**src/source/tlu_config.svh**
```systemverilog
`ifndef TLU_CONFIG_SVH
`define TLU_CONFIG_SVH

// full TLU_CLOCK period in BUS_CLK cycles, even and at least 12
`define TLU_CLK_DIVISOR 12

// event FIFO holds 2**depth_log2 words
`define TLU_FIFO_DEPTH_LOG2 4

// near-full once free entries drop to this
`define TLU_FIFO_MARGIN 2

`endif

```
**src/source/tlu_pkg.sv**
```systemverilog
package tlu_pkg;

    // operating modes as written to register 1 bits 1:0
    typedef enum logic [1:0] {
        TLU_MODE_OFF          = 2'b00,
        TLU_MODE_NO_HANDSHAKE = 2'b01,
        TLU_MODE_SIMPLE       = 2'b10,
        TLU_MODE_DATA         = 2'b11
    } tlu_mode_t;

    // marker set, number received from the TLU
    typedef struct packed {
        logic        marker;
        logic [30:0] number;
    } tlu_number_word_t;

    // marker clear, internal trigger count
    typedef struct packed {
        logic        marker;
        logic [30:0] value;
    } tlu_count_word_t;

    // one 32-bit event word, decoded by its top bit
    typedef union packed {
        tlu_number_word_t tlu;
        tlu_count_word_t  count;
    } tlu_event_t;

endpackage

```
**src/source/tlu_register_file.sv**
```systemverilog
module tlu_register_file
    import tlu_pkg::*;
(
    input  logic        BUS_CLK,
    input  logic        RST,
    input  logic [15:0] bus_add,
    input  logic [7:0]  bus_data_in,
    input  logic        bus_wr,
    input  logic        bus_rd,
    input  logic [31:0] tlu_number,
    input  logic [31:0] trigger_count,
    output logic [7:0]  bus_data_out,
    output logic        soft_rst,
    output tlu_mode_t   tlu_mode,
    output logic        msb_first,
    output logic        disable_veto,
    output logic [4:0]  clock_cycles,
    output logic        enable_reset,
    output logic [7:0]  low_timeout
);

    logic [7:0]  mode_reg;
    logic [7:0]  cycles_reg;
    logic [7:0]  timeout_reg;
    logic [31:0] tlu_number_buf;
    logic [31:0] trigger_count_buf;
    logic        rd_tlu_low;
    logic        rd_count_low;

    // any write to address 0
    assign soft_rst = bus_wr && (bus_add == 16'd0);

    assign tlu_mode     = tlu_mode_t'(mode_reg[1:0]);
    assign msb_first    = mode_reg[2];
    assign disable_veto = mode_reg[3];
    assign clock_cycles = cycles_reg[4:0];
    assign enable_reset = cycles_reg[5];
    assign low_timeout  = timeout_reg;

    // reading the low byte freezes the whole 32-bit value
    assign rd_tlu_low   = bus_rd && (bus_add == 16'd4);
    assign rd_count_low = bus_rd && (bus_add == 16'd8);

    always_ff @(posedge BUS_CLK)
    begin
        if (RST)
        begin
            mode_reg    <= 8'h00;
            cycles_reg  <= 8'h00;
            timeout_reg <= 8'h00;
        end
        else if (bus_wr)
        begin
            case (bus_add)
                16'd1:   mode_reg    <= bus_data_in;
                16'd2:   cycles_reg  <= bus_data_in;
                16'd3:   timeout_reg <= bus_data_in;
                default: ;
            endcase
        end
    end

    always_ff @(posedge BUS_CLK)
    begin
        if (RST)
        begin
            tlu_number_buf    <= 32'd0;
            trigger_count_buf <= 32'd0;
        end
        else
        begin
            if (rd_tlu_low)
                tlu_number_buf <= tlu_number;
            if (rd_count_low)
                trigger_count_buf <= trigger_count;
        end
    end

    // low bytes come from the live value, loaded into the buffer on the same edge
    always_ff @(posedge BUS_CLK)
    begin
        if (RST)
            bus_data_out <= 8'h00;
        else if (bus_rd)
        begin
            case (bus_add)
                16'd1:   bus_data_out <= mode_reg;
                16'd2:   bus_data_out <= cycles_reg;
                16'd3:   bus_data_out <= timeout_reg;
                16'd4:   bus_data_out <= tlu_number[7:0];
                16'd5:   bus_data_out <= tlu_number_buf[15:8];
                16'd6:   bus_data_out <= tlu_number_buf[23:16];
                16'd7:   bus_data_out <= tlu_number_buf[31:24];
                16'd8:   bus_data_out <= trigger_count[7:0];
                16'd9:   bus_data_out <= trigger_count_buf[15:8];
                16'd10:  bus_data_out <= trigger_count_buf[23:16];
                16'd11:  bus_data_out <= trigger_count_buf[31:24];
                default: bus_data_out <= 8'h00;
            endcase
        end
    end

endmodule

```
**src/source/tlu_trigger_input.sv**
```systemverilog
module tlu_trigger_input (
    input  logic BUS_CLK,
    input  logic RST,
    input  logic rj45_trigger,
    input  logic lemo_trigger,
    input  logic rj45_reset,
    input  logic lemo_reset,
    input  logic ext_veto,
    output logic rj45_enabled,
    output logic trigger_level,
    output logic trigger_rise,
    output logic reset_rise,
    output logic ext_veto_sync
);

    localparam int IDX_RJ45_TRG = 0;
    localparam int IDX_LEMO_TRG = 1;
    localparam int IDX_RJ45_RST = 2;
    localparam int IDX_LEMO_RST = 3;
    localparam int IDX_VETO     = 4;

    logic [4:0] sync_0;
    logic [4:0] sync_1;
    logic [4:0] sync_2;
    logic       sel_trigger;
    logic       sel_reset;
    logic       reset_level;
    logic       port_q;
    logic       port_stable;

    // three flops per line, all five lines in parallel
    always_ff @(posedge BUS_CLK)
    begin
        sync_0 <= {ext_veto, lemo_reset, rj45_reset, lemo_trigger, rj45_trigger};
        sync_1 <= sync_0;
        sync_2 <= sync_1;
    end

    assign ext_veto_sync = sync_2[IDX_VETO];

    // RJ45 lines idle high when unplugged, a low level means a cable is in
    always_ff @(posedge BUS_CLK)
    begin
        if (RST)
            rj45_enabled <= 1'b0;
        else if (!sync_2[IDX_RJ45_TRG] || !sync_2[IDX_RJ45_RST])
            rj45_enabled <= 1'b1;
    end

    assign sel_trigger = rj45_enabled ? sync_2[IDX_RJ45_TRG] : sync_2[IDX_LEMO_TRG];
    assign sel_reset   = rj45_enabled ? sync_2[IDX_RJ45_RST] : sync_2[IDX_LEMO_RST];

    // no edge on the cycle the port switches over
    assign port_stable = (port_q == rj45_enabled);

    always_ff @(posedge BUS_CLK)
    begin
        if (RST)
        begin
            port_q        <= 1'b0;
            trigger_level <= 1'b0;
            reset_level   <= 1'b0;
            trigger_rise  <= 1'b0;
            reset_rise    <= 1'b0;
        end
        else
        begin
            port_q        <= rj45_enabled;
            trigger_level <= sel_trigger;
            reset_level   <= sel_reset;
            trigger_rise  <= sel_trigger && !trigger_level && port_stable;
            reset_rise    <= sel_reset && !reset_level && port_stable;
        end
    end

endmodule

```
**src/source/tlu_handshake_fsm.sv**
```systemverilog
`include "tlu_config.svh"

module tlu_handshake_fsm
    import tlu_pkg::*;
(
    input  logic        BUS_CLK,
    input  logic        RST,
    input  tlu_mode_t   tlu_mode,
    input  logic        msb_first,
    input  logic        disable_veto,
    input  logic [4:0]  clock_cycles,
    input  logic        enable_reset,
    input  logic [7:0]  low_timeout,
    input  logic        trigger_level,
    input  logic        trigger_rise,
    input  logic        reset_rise,
    input  logic        ext_veto_sync,
    input  logic        fifo_full,
    input  logic        fifo_near_full,
    output logic        tlu_busy,
    output logic        tlu_clock,
    output logic        fifo_push,
    output tlu_event_t  event_word,
    output logic [31:0] tlu_number,
    output logic [31:0] trigger_count
);

    localparam int HALF_PERIOD = `TLU_CLK_DIVISOR / 2;
    localparam int DIV_W       = $clog2(`TLU_CLK_DIVISOR);

    localparam logic [1:0] ST_IDLE     = 2'd0;
    localparam logic [1:0] ST_WAIT_LOW = 2'd1;
    localparam logic [1:0] ST_CLOCKING = 2'd2;
    localparam logic [1:0] ST_PUSH     = 2'd3;

    logic [1:0]       state;
    logic [DIV_W-1:0] div_cnt;
    logic [7:0]       period_cnt;
    logic [4:0]       bit_cnt;
    logic [4:0]       n_bits;
    logic [4:0]       bit_idx;
    logic             veto;
    logic             veto_out;
    logic             accept;
    logic             half_done;
    logic             period_done;

    assign veto     = (ext_veto_sync || fifo_near_full) && !disable_veto;
    assign veto_out = veto && (tlu_mode != TLU_MODE_OFF);
    assign accept   = trigger_rise && !veto && (tlu_mode != TLU_MODE_OFF);

    // N of 0 stands for 31 bits
    assign n_bits  = (clock_cycles == 5'd0) ? 5'd31 : clock_cycles;
    assign bit_idx = msb_first ? (n_bits - 5'd1 - bit_cnt) : bit_cnt;

    assign half_done   = (div_cnt == DIV_W'(HALF_PERIOD - 1));
    assign period_done = (div_cnt == DIV_W'(`TLU_CLK_DIVISOR - 1));

    always_ff @(posedge BUS_CLK)
    begin
        if (RST)
        begin
            state         <= ST_IDLE;
            div_cnt       <= '0;
            period_cnt    <= 8'd0;
            bit_cnt       <= 5'd0;
            tlu_busy      <= 1'b0;
            tlu_clock     <= 1'b0;
            fifo_push     <= 1'b0;
            event_word    <= '0;
            tlu_number    <= 32'd0;
            trigger_count <= 32'd0;
        end
        else
        begin
            fifo_push <= 1'b0;
            case (state)
                ST_IDLE:
                begin
                    // veto holds busy and the TLU clock high
                    tlu_busy   <= veto_out;
                    tlu_clock  <= veto_out;
                    div_cnt    <= '0;
                    period_cnt <= 8'd0;
                    bit_cnt    <= 5'd0;
                    if (accept)
                    begin
                        trigger_count            <= trigger_count + 32'd1;
                        event_word.count.marker  <= 1'b0;
                        event_word.count.value   <= trigger_count[30:0];
                        if (tlu_mode == TLU_MODE_NO_HANDSHAKE)
                            state <= ST_PUSH;
                        else
                        begin
                            tlu_busy  <= 1'b1;
                            tlu_clock <= 1'b0;
                            state     <= ST_WAIT_LOW;
                        end
                    end
                end
                ST_WAIT_LOW:
                begin
                    // count whole TLU clock periods for the low timeout
                    if (period_done)
                    begin
                        div_cnt    <= '0;
                        period_cnt <= period_cnt + 8'd1;
                    end
                    else
                        div_cnt <= div_cnt + 1'b1;

                    if (!trigger_level)
                    begin
                        div_cnt <= '0;
                        if (tlu_mode == TLU_MODE_DATA)
                        begin
                            event_word.tlu.marker <= 1'b1;
                            event_word.tlu.number <= '0;
                            state                 <= ST_CLOCKING;
                        end
                        else
                            state <= ST_PUSH;
                    end
                    else if (low_timeout != 8'd0 && period_cnt == low_timeout)
                    begin
                        // abort, nothing pushed
                        tlu_busy <= 1'b0;
                        state    <= ST_IDLE;
                    end
                end
                ST_CLOCKING:
                begin
                    if (half_done)
                    begin
                        div_cnt   <= '0;
                        tlu_clock <= !tlu_clock;
                        // sample on the falling TLU clock
                        if (tlu_clock)
                        begin
                            event_word.tlu.number[bit_idx] <= trigger_level;
                            bit_cnt                        <= bit_cnt + 5'd1;
                            if (bit_cnt == n_bits - 5'd1)
                                state <= ST_PUSH;
                        end
                    end
                    else
                        div_cnt <= div_cnt + 1'b1;
                end
                ST_PUSH:
                begin
                    // busy stays up while the FIFO is full
                    if (!fifo_full)
                    begin
                        fifo_push <= 1'b1;
                        tlu_busy  <= 1'b0;
                        state     <= ST_IDLE;
                        if (event_word.tlu.marker)
                            tlu_number <= {1'b0, event_word.tlu.number};
                    end
                end
                default:
                    state <= ST_IDLE;
            endcase

            // external reset pulse wins over the increment
            if (reset_rise && enable_reset)
                trigger_count <= 32'd0;
        end
    end

endmodule

```
**src/source/tlu_event_fifo.sv**
```systemverilog
`include "tlu_config.svh"

module tlu_event_fifo
    import tlu_pkg::*;
(
    input  logic       BUS_CLK,
    input  logic       RST,
    input  logic       push,
    input  tlu_event_t push_word,
    input  logic       fifo_read,
    output tlu_event_t fifo_data,
    output logic       fifo_empty,
    output logic       fifo_full,
    output logic       fifo_near_full
);

    localparam int AW    = `TLU_FIFO_DEPTH_LOG2;
    localparam int DEPTH = 1 << AW;

    localparam logic [AW:0] FULL_LEVEL = (AW + 1)'(DEPTH);
    localparam logic [AW:0] NEAR_LEVEL = (AW + 1)'(DEPTH - `TLU_FIFO_MARGIN);

    tlu_event_t    mem [DEPTH];
    logic [AW-1:0] wr_ptr;
    logic [AW-1:0] rd_ptr;
    logic [AW:0]   level;
    logic          do_push;
    logic          do_pop;

    assign do_push = push && !fifo_full;
    assign do_pop  = fifo_read && !fifo_empty;

    assign fifo_empty     = (level == '0);
    assign fifo_full      = (level == FULL_LEVEL);
    assign fifo_near_full = (level >= NEAR_LEVEL);

    // head word shows without a read
    assign fifo_data = mem[rd_ptr];

    always_ff @(posedge BUS_CLK)
    begin
        if (do_push)
            mem[wr_ptr] <= push_word;
    end

    always_ff @(posedge BUS_CLK)
    begin
        if (RST)
        begin
            wr_ptr <= '0;
            rd_ptr <= '0;
            level  <= '0;
        end
        else
        begin
            if (do_push)
                wr_ptr <= wr_ptr + 1'b1;
            if (do_pop)
                rd_ptr <= rd_ptr + 1'b1;
            if (do_push && !do_pop)
                level <= level + 1'b1;
            else if (do_pop && !do_push)
                level <= level - 1'b1;
        end
    end

endmodule

```
**src/source/tlu_controller.sv**
```systemverilog
module tlu_controller
    import tlu_pkg::*;
(
    input  logic        BUS_CLK,
    input  logic        RST,
    input  logic [15:0] BUS_ADD,
    input  logic [7:0]  BUS_DATA_IN,
    input  logic        BUS_WR,
    input  logic        BUS_RD,
    output logic [7:0]  BUS_DATA_OUT,
    input  logic        RJ45_TRIGGER,
    input  logic        LEMO_TRIGGER,
    input  logic        RJ45_RESET,
    input  logic        LEMO_RESET,
    input  logic        EXT_VETO,
    output logic        RJ45_ENABLED,
    output logic        TLU_BUSY,
    output logic        TLU_CLOCK,
    input  logic        FIFO_READ,
    output logic        FIFO_EMPTY,
    output logic [31:0] FIFO_DATA
);

    logic        soft_rst;
    logic        rst_int;
    tlu_mode_t   tlu_mode;
    logic        msb_first;
    logic        disable_veto;
    logic [4:0]  clock_cycles;
    logic        enable_reset;
    logic [7:0]  low_timeout;
    logic        trigger_level;
    logic        trigger_rise;
    logic        reset_rise;
    logic        ext_veto_sync;
    logic        fifo_push;
    logic        fifo_full;
    logic        fifo_near_full;
    tlu_event_t  event_word;
    logic [31:0] tlu_number;
    logic [31:0] trigger_count;

    // bus write to address 0 resets everything for one cycle
    assign rst_int = RST || soft_rst;

    tlu_register_file u_register_file (
        .BUS_CLK       (BUS_CLK),
        .RST           (rst_int),
        .bus_add       (BUS_ADD),
        .bus_data_in   (BUS_DATA_IN),
        .bus_wr        (BUS_WR),
        .bus_rd        (BUS_RD),
        .tlu_number    (tlu_number),
        .trigger_count (trigger_count),
        .bus_data_out  (BUS_DATA_OUT),
        .soft_rst      (soft_rst),
        .tlu_mode      (tlu_mode),
        .msb_first     (msb_first),
        .disable_veto  (disable_veto),
        .clock_cycles  (clock_cycles),
        .enable_reset  (enable_reset),
        .low_timeout   (low_timeout)
    );

    tlu_trigger_input u_trigger_input (
        .BUS_CLK       (BUS_CLK),
        .RST           (rst_int),
        .rj45_trigger  (RJ45_TRIGGER),
        .lemo_trigger  (LEMO_TRIGGER),
        .rj45_reset    (RJ45_RESET),
        .lemo_reset    (LEMO_RESET),
        .ext_veto      (EXT_VETO),
        .rj45_enabled  (RJ45_ENABLED),
        .trigger_level (trigger_level),
        .trigger_rise  (trigger_rise),
        .reset_rise    (reset_rise),
        .ext_veto_sync (ext_veto_sync)
    );

    tlu_handshake_fsm u_handshake_fsm (
        .BUS_CLK        (BUS_CLK),
        .RST            (rst_int),
        .tlu_mode       (tlu_mode),
        .msb_first      (msb_first),
        .disable_veto   (disable_veto),
        .clock_cycles   (clock_cycles),
        .enable_reset   (enable_reset),
        .low_timeout    (low_timeout),
        .trigger_level  (trigger_level),
        .trigger_rise   (trigger_rise),
        .reset_rise     (reset_rise),
        .ext_veto_sync  (ext_veto_sync),
        .fifo_full      (fifo_full),
        .fifo_near_full (fifo_near_full),
        .tlu_busy       (TLU_BUSY),
        .tlu_clock      (TLU_CLOCK),
        .fifo_push      (fifo_push),
        .event_word     (event_word),
        .tlu_number     (tlu_number),
        .trigger_count  (trigger_count)
    );

    tlu_event_fifo u_event_fifo (
        .BUS_CLK        (BUS_CLK),
        .RST            (rst_int),
        .push           (fifo_push),
        .push_word      (event_word),
        .fifo_read      (FIFO_READ),
        .fifo_data      (FIFO_DATA),
        .fifo_empty     (FIFO_EMPTY),
        .fifo_full      (fifo_full),
        .fifo_near_full (fifo_near_full)
    );

endmodule

```
**config.mk**
```make
export PLATFORM = sky130hd
export DESIGN_NAME = tlu_controller
export DESIGN_NICKNAME = d
export VERILOG_FILES = /design/src/source/tlu_pkg.sv /design/src/source/tlu_register_file.sv /design/src/source/tlu_trigger_input.sv /design/src/source/tlu_handshake_fsm.sv /design/src/source/tlu_event_fifo.sv /design/src/source/tlu_controller.sv
export VERILOG_INCLUDE_DIRS = /design/src /design/src/source
export SDC_FILE = /design/constraint.sdc
export NUM_CORES = 1
export LEC_CHECK = 0
export ABC_AREA = 1
export BUFFER_PORTS_ARGS = -buffer_cell sky130_fd_sc_hd__buf_4
export CORE_MARGIN = 2
export CORE_UTILIZATION = 60
export DETAILED_ROUTE_END_ITERATION = 7
export GPL_TIMING_DRIVEN = 0
export PLACE_DENSITY = 0.8
export SYNTH_ARGS = -nofsm -noshare
export SYNTH_HDL_FRONTEND = slang
export SYNTH_HIERARCHICAL = 1
export SYNTH_SLANG_ARGS = --single-unit
```
**constraint.sdc**
```tcl
create_clock -name BUS_CLK -period 8.6 [get_ports BUS_CLK]
set_input_delay 1.72 -clock BUS_CLK [delete_from_list [all_inputs] [get_ports BUS_CLK]]
set_output_delay 1.72 -clock BUS_CLK [all_outputs]
set_load 0.01 [all_outputs]
```
==> results of run 1 <==
-- critical path: stages, from the launching register on --
cell	delay, ns
dfxtp_1	0.30
clkbuf_1	0.59
inv_1	0.50
clkbuf_1	0.42
nand3_1	0.24
nand2_1	0.15
buf_4	0.17
-- where the power goes --
part	internal (mW)	switching (mW)	total, mW	leakage (nW)
combinational	0.787	1.77	2.56	8.30
sequential	4.23	0.405	4.63	6.62
clock	1.87	1.39	3.26	1.22
-- cells in the mapped netlist (all sizes together) --
master | count | area share (%)
nand2 | 1007 | 11
nand3 | 584 | 8.7
inv | 545 | 6.0
edfxtp | 512 | 45
dfxtp | 235 | 14
a21oi | 211 | 3.2
nor2 | 177 | 2.4
buf | 141 | 2.9
nand4 | 92 | 1.7
o21ai | 91 | 1.4
clkbuf | 58 | 0.65
nor3 | 30 | 0.51
ha | 25 | 0.91
a211oi | 13 | 0.39
xor2 | 11 | 0.28
nor4 | 10 | 0.20
xnor2 | 10 | 0.28
o22ai | 4 | 0.073
or2 | 4 | 0.073
nand3b | 3 | 0.066
nor3b | 3 | 0.080
a22o | 2 | 0.051
clkinv | 2 | 0.026
fa | 2 | 0.12
o21bai | 2 | 0.055
a21boi | 1 | 0.055
a21o | 1 | 0.022
a221oi | 1 | 0.026
a31oi | 1 | 0.018
and3 | 1 | 0.018
conb | 1 | 0.011
o211a | 1 | 0.029
o211ai | 1 | 0.022
o21a | 1 | 0.022
o221a | 1 | 0.033
o31ai | 1 | 0.022
-- cell type report --
class	instances	area, um^2
multi-input cells	2292	11030
well taps	756	945.9
inverters	547	2059
clock inverters	43	339.1
flip-flops and latches	747	20080
clock buffers	100	2121
fillers	4273	17670
plain buffers	199	1221
repair buffers	93	920.9
-- worst paths after layout --
path	start	endpoint	cells past startpoint
max	flop	FIFO_DATA[6]	6
min	u_trigger_input/sync_1[3]$_DFF_P_	u_trigger_input/sync_2[3]$_DFF_P_	0
max reg2reg	u_register_file/cycles_reg[2]$_SDFFE_PP0P_	u_handshake_fsm/event_word[22]$_SDFFE_PP0P_	18
min reg2reg	u_trigger_input/sync_1[3]$_DFF_P_	u_trigger_input/sync_2[3]$_DFF_P_	0
-- cell families (layout without fill, tap and decap cells) --
kind of cell	after synthesis	in the layout	synth area share, %
XOR/XNOR	21	21	0.5586
AO/OA/AOI/OAI	332	332	5.378
adder cells (fa/ha/maj)	27	27	1.030
buffers and inverters	746	982	9.573
AND/OR/NAND/NOR	1911	1911	24.86
flip-flops	747	747	58.59
other	1	1	0.01094
-- routing by layer --
layer,track usage [%],share of wire [%],vias to the layer above
met5,0,0,-
met4,21.76,7.3,0
met3,5.396,11,443
met2,57.38,47,1890
met1,42.53,35,12850
li1,-,-,12830
==> flow_metrics.tcl, run 1 <==
set metrics [dict create \
    status "completed" \
    tightest_slew_ns 1.363 \
    ys_seq_area_share_pct 58.59 \
    grt_max_degree 23 \
    cts-htree-levels 3 \
    whs_ns 0.3210 \
    synth_cells 3785 \
    firstDrtPassIters 6 \
    period_share_pct 54.99 \
    viasPerCell 5.865 \
    arrival_ns 3.01 \
    ir_worst_vdd_uv 158.7 \
    cts-root-buf "clkbuf_16" \
    drtIter0Drc 3942 \
    slew_viol_final 0 \
    io_pins 78 \
    vias 28020 \
    die_w_um 243.0 \
    ant_nets 0 \
    critPathKind "reg2out" \
    die_h_um 243.0 \
    finish.utilization_pct 68.66 \
    final_area_um2 38720 \
    largest_reg_flops 512 \
    grt_pass1_vias 26460 \
    p_total_mw 10.45 \
    clockBufferDepth 3 \
    critPathCaptureType "output pin" \
    worstPathRequired_ns 6.88 \
    max_freq_mhz 211.4 \
    syn_nets 3846 \
    ys_warn_count 6 \
    place_ws_ns 3.539 \
    grt_overflow 0 \
    cts_buffers 77 \
    power.density_nw_per_um2 269.9 \
    synth-seq-cells 747 \
    layout-drive-gt1-share_pct 11.17 \
    start_kind "flop" \
    setup_viol 0 \
    drt_wl_total_mm 103.2 \
    n_antenna_cell 0 \
    postCtsSetupRepairBufs 0 \
    top_register "u_event_fifo/mem" \
    routabilityCongestion 0.9952 \
    layout_commonest_cell "nand2_1" \
    relSlewSlack_pct 9.127 \
    reg2reg_slack_ns 5.14 \
    avgSynthCellArea_um2 9.054 \
    wl_per_cell_um 21.60 \
    dp_cells 4634 \
    drv_cap 0 \
    grtUsageTotal_pct 34.59 \
    antenna_found_initial 0 \
    coreArea_um2 56390 \
    finClkSkew_ns 0.02001 \
    final_cell_mix "996 x nand2_1, 573 x nand3_1, 532 x inv_1" \
    p_leak_nw 16.14 \
    cts_sinks 747 \
    synth_cell_types 61 \
    finalSetupTns_ns 0 \
    layout.nets 4018 \
    area_growth_pct 12.98 \
    die_area_um2 59040 \
    final_cells 4777 \
    clk_latency_ns 0.63 \
    hold_buffers 0 \
    placementRows 87 \
    placed_cell_area_um2 36260 \
    port_buffers 77 \
    hp-class "reg2reg" \
    cts_resized 0 \
    syn_area_um2 34270 \
    cts_tree "done" \
    cts.reportedPaths.clkPinSlew_ns 0.06 \
    fin_crit_ns 4.729 \
    drc 0 \
    hold_viol 0 \
    worstPathMaxFanout 10 \
    grt_pass1_wl_mm 153.5 \
    initial_core_util_pct 60.78 \
    largestRegisters "u_event_fifo/mem: 512 flops, u_handshake_fsm/event_word: 32 flops, u_handshake_fsm/trigger_count: 32 flops" \
    rsz0062_at_grt "no" \
    dp_hpwl_mm 70.06 \
    setup_slack_ns 3.871 \
]
Power figures use the tool's default switching activity.
==> run 2: changes to the inputs <==
CORE_UTILIZATION = 57   (was 60)
clock period = 3.9 ns   (was 8.6 ns; I/O delays follow)
==> run 2 against run 1 <==
Via count increased by 0.13%. Sequential power increased by 120%. First-iteration DRC count decreased by 11%. Critical path type unchanged. Largest cell class unchanged. Die area increased by 5.2%. Largest power group unchanged. Sequential share of layout area decreased by 0.074 points. Total power increased by 120%. Register-to-register slack got worse by 4.6 ns. Critical path depth unchanged. Non-clock buffer count unchanged.
==> flow_metrics.tcl, run 2 (synthesis results as in run 1) <==
set metrics [dict create \
    drtIter0Drc 3508 \
    placementRows 89 \
    reg2regPathDepth 18 \
    setup.worst_path.end "FIFO_DATA[7]" \
    layout_commonest_cell "nand2_1" \
    crit_slowest_cell "clkbuf_1" \
    setup_viol 0 \
    ir_worst_vdd_uv 343.4 \
    drt_wl_total_mm 102.9 \
    arrival_ns 2.92 \
    period_share_pct 94.85 \
    antenna_found_initial 0 \
    grtUsageTotal_pct 32.76 \
    cts_resized 0 \
    grt_pass1_vias 26860 \
    finish.utilization_pct 65.45 \
    cts_buffers 77 \
    timing.rr.end "u_handshake_fsm/event_word[18]$_SDFFE_PP0P_" \
    grt_max_degree 23 \
    p_leak_nw 16.14 \
    place_ws_ns -0.1420 \
    drc 0 \
    reg2reg_slack_ns 0.49 \
    finClkSkew_ns 0.02718 \
    layout-drive-gt1-share_pct 11.15 \
    vias 28050 \
    final_cell_mix "996 x nand2_1, 573 x nand3_1, 532 x inv_1" \
    io_pins 78 \
    critPathCaptureType "output pin" \
    initial_core_util_pct 57.85 \
    power.density_nw_per_um2 595.7 \
    status "completed" \
    cts-root-buf "clkbuf_16" \
    routabilityCongestion 1.008 \
    postCtsSetupRepairBufs 0 \
    die_area_um2 62100 \
    finalSetupTns_ns 0 \
    hp-class "in2reg" \
    coreArea_um2 59240 \
    cts_tree "done" \
    hold_buffers 0 \
    die_w_um 249.2 \
    grt_overflow 0 \
    cts-htree-levels 3 \
    cts.reportedPaths.clkPinSlew_ns 0.06 \
    hold_viol 0 \
    top_register "u_event_fifo/mem" \
    area_growth_pct 13.14 \
    clockBufferDepth 3 \
    cp_cell_sequence "clkbuf_1 > inv_1 > clkbuf_1 > nand3_1 > nand2_1 > buf_4" \
    crit_cells 6 \
    grt_pass1_wl_mm 154.0 \
    regToRegStartpoint "u_register_file/cycles_reg[2]$_SDFFE_PP0P_" \
    dp_hpwl_mm 69.93 \
    clk_latency_ns 0.63 \
    crit_buf_inv 4 \
    slew_viol_final 0 \
    drv_cap 0 \
    fin_crit_ns 3.699 \
    max_freq_mhz 270.3 \
    critPathKind "reg2out" \
    tightest_slew_ns 1.189 \
    layout.nets 4018 \
    relSlewSlack_pct 20.73 \
    final_area_um2 38770 \
    cpLargestDelayFamily "buffers and inverters" \
    cts_sinks 747 \
    largestRegisters "u_event_fifo/mem: 512 flops, u_handshake_fsm/event_word: 32 flops, u_handshake_fsm/trigger_count: 32 flops" \
    rsz0062_at_grt "no" \
    placed_cell_area_um2 36300 \
    worstPathRequired_ns 3.12 \
    final_cells 4791 \
    dp_cells 4651 \
    start_kind "flop" \
    viasPerCell 5.855 \
    setup_slack_ns 0.2008 \
    ant_nets 0 \
    worstPathMaxFanout 10 \
    p_total_mw 23.10 \
    whs_ns 0.2595 \
    fill_cells 4595 \
    path_common_cell "clkbuf_1" \
    timing.critical_path.slowest_cell_delay_ns 0.55 \
    die_h_um 249.2 \
    wl_per_cell_um 21.47 \
    largest_reg_flops 512 \
    port_buffers 77 \
    firstDrtPassIters 6 \
]
==> run 2: cell count changes in the layout (fill, tap and decap cells not counted), moves of 2 or more <==
cell and change:
clkbuf_1 -3, clkinv_2 -3, clkbuf_16 -2, clkinv_8 -2, clkbuf_8 +2, clkinvlp_4 +2
bufinv_16 +2, buf_12 -3, buf_16 +3
==> run 2: final cells by class <==
type                            instances  area [um^2]  share of cell area (%)
Antenna cell                            1        2.502                0.006454
Buffer                                199         1221                   3.150
Clock buffer                           96         2079                   5.364
Clock inverter                         43        389.1                   1.004
Inverter                              547         2059                   5.312
Multi-Input combinational cell       2292        11030                   28.45
Sequential cell                       747        20080                   51.79
Tap cell                              773        967.2                   2.495
Timing Repair Buffer                   93        943.4                   2.433
==> run 2: worst min-delay path by stage <==
| stage | from | endpoint | slack (ns) | depth (start not counted) |
|---|---|---|---|---|
| 2_1_floorplan | u_trigger_input/sync_0[0]$_DFF_P_ | u_trigger_input/sync_1[0]$_DFF_P_ | 0.31 | 0 |
| 3_3_place_gp | u_trigger_input/sync_1[2]$_DFF_P_ | u_trigger_input/sync_2[2]$_DFF_P_ | 0.31 | 0 |
| 3_5_place_dp | u_trigger_input/sync_0[3]$_DFF_P_ | u_trigger_input/sync_1[3]$_DFF_P_ | 0.31 | 0 |
| 4_1_cts | LEMO_RESET | u_trigger_input/sync_0[3]$_DFF_P_ | 0.23 | 1 |
| 5_1_grt | EXT_VETO | u_trigger_input/sync_0[4]$_DFF_P_ | 0.23 | 1 |
| 6_report | EXT_VETO | u_trigger_input/sync_0[4]$_DFF_P_ | 0.26 | 1 |
==> run 2: power by group <==
| group | total [mW] | switching, mW | internal, mW |
|---|---|---|---|
| logic | 5.61 | 3.87 | 1.74 |
| clock network | 7.27 | 3.08 | 4.19 |
| registers | 10.2 | 0.896 | 9.32 |
==> run 2: metal layers <==
layer / GRT usage [%] / wire length, um / part of all wire (%) / vias to the layer above
li1: - / - / - / 12820
met1: 39.64 / 36520 / 36 / 12910
met2: 54.17 / 47930 / 47 / 1889
met3: 5.956 / 11020 / 11 / 433
met4: 21.08 / 7385 / 7.2 / 0
met5: 0 / 0 / 0 / -
==> run 2: worst register-to-register path, stage by stage (launching register included) <==
cell	delay, ns
dfxtp_1	0.32
buf_4	0.14
nor2_2	0.19
nand3_2	0.15
nand2_1	0.12
inv_1	0.05
ha_1	0.24
xor2_1	0.18
ha_1	0.33
a21oi_1	0.19
o21ai_2	0.09
xnor2_2	0.23
nand2_1	0.10
nand2_2	0.19
nand3_1	0.18
nor2_1	0.29
nand3_1	0.11
nand3_1	0.09
a21oi_1	0.08
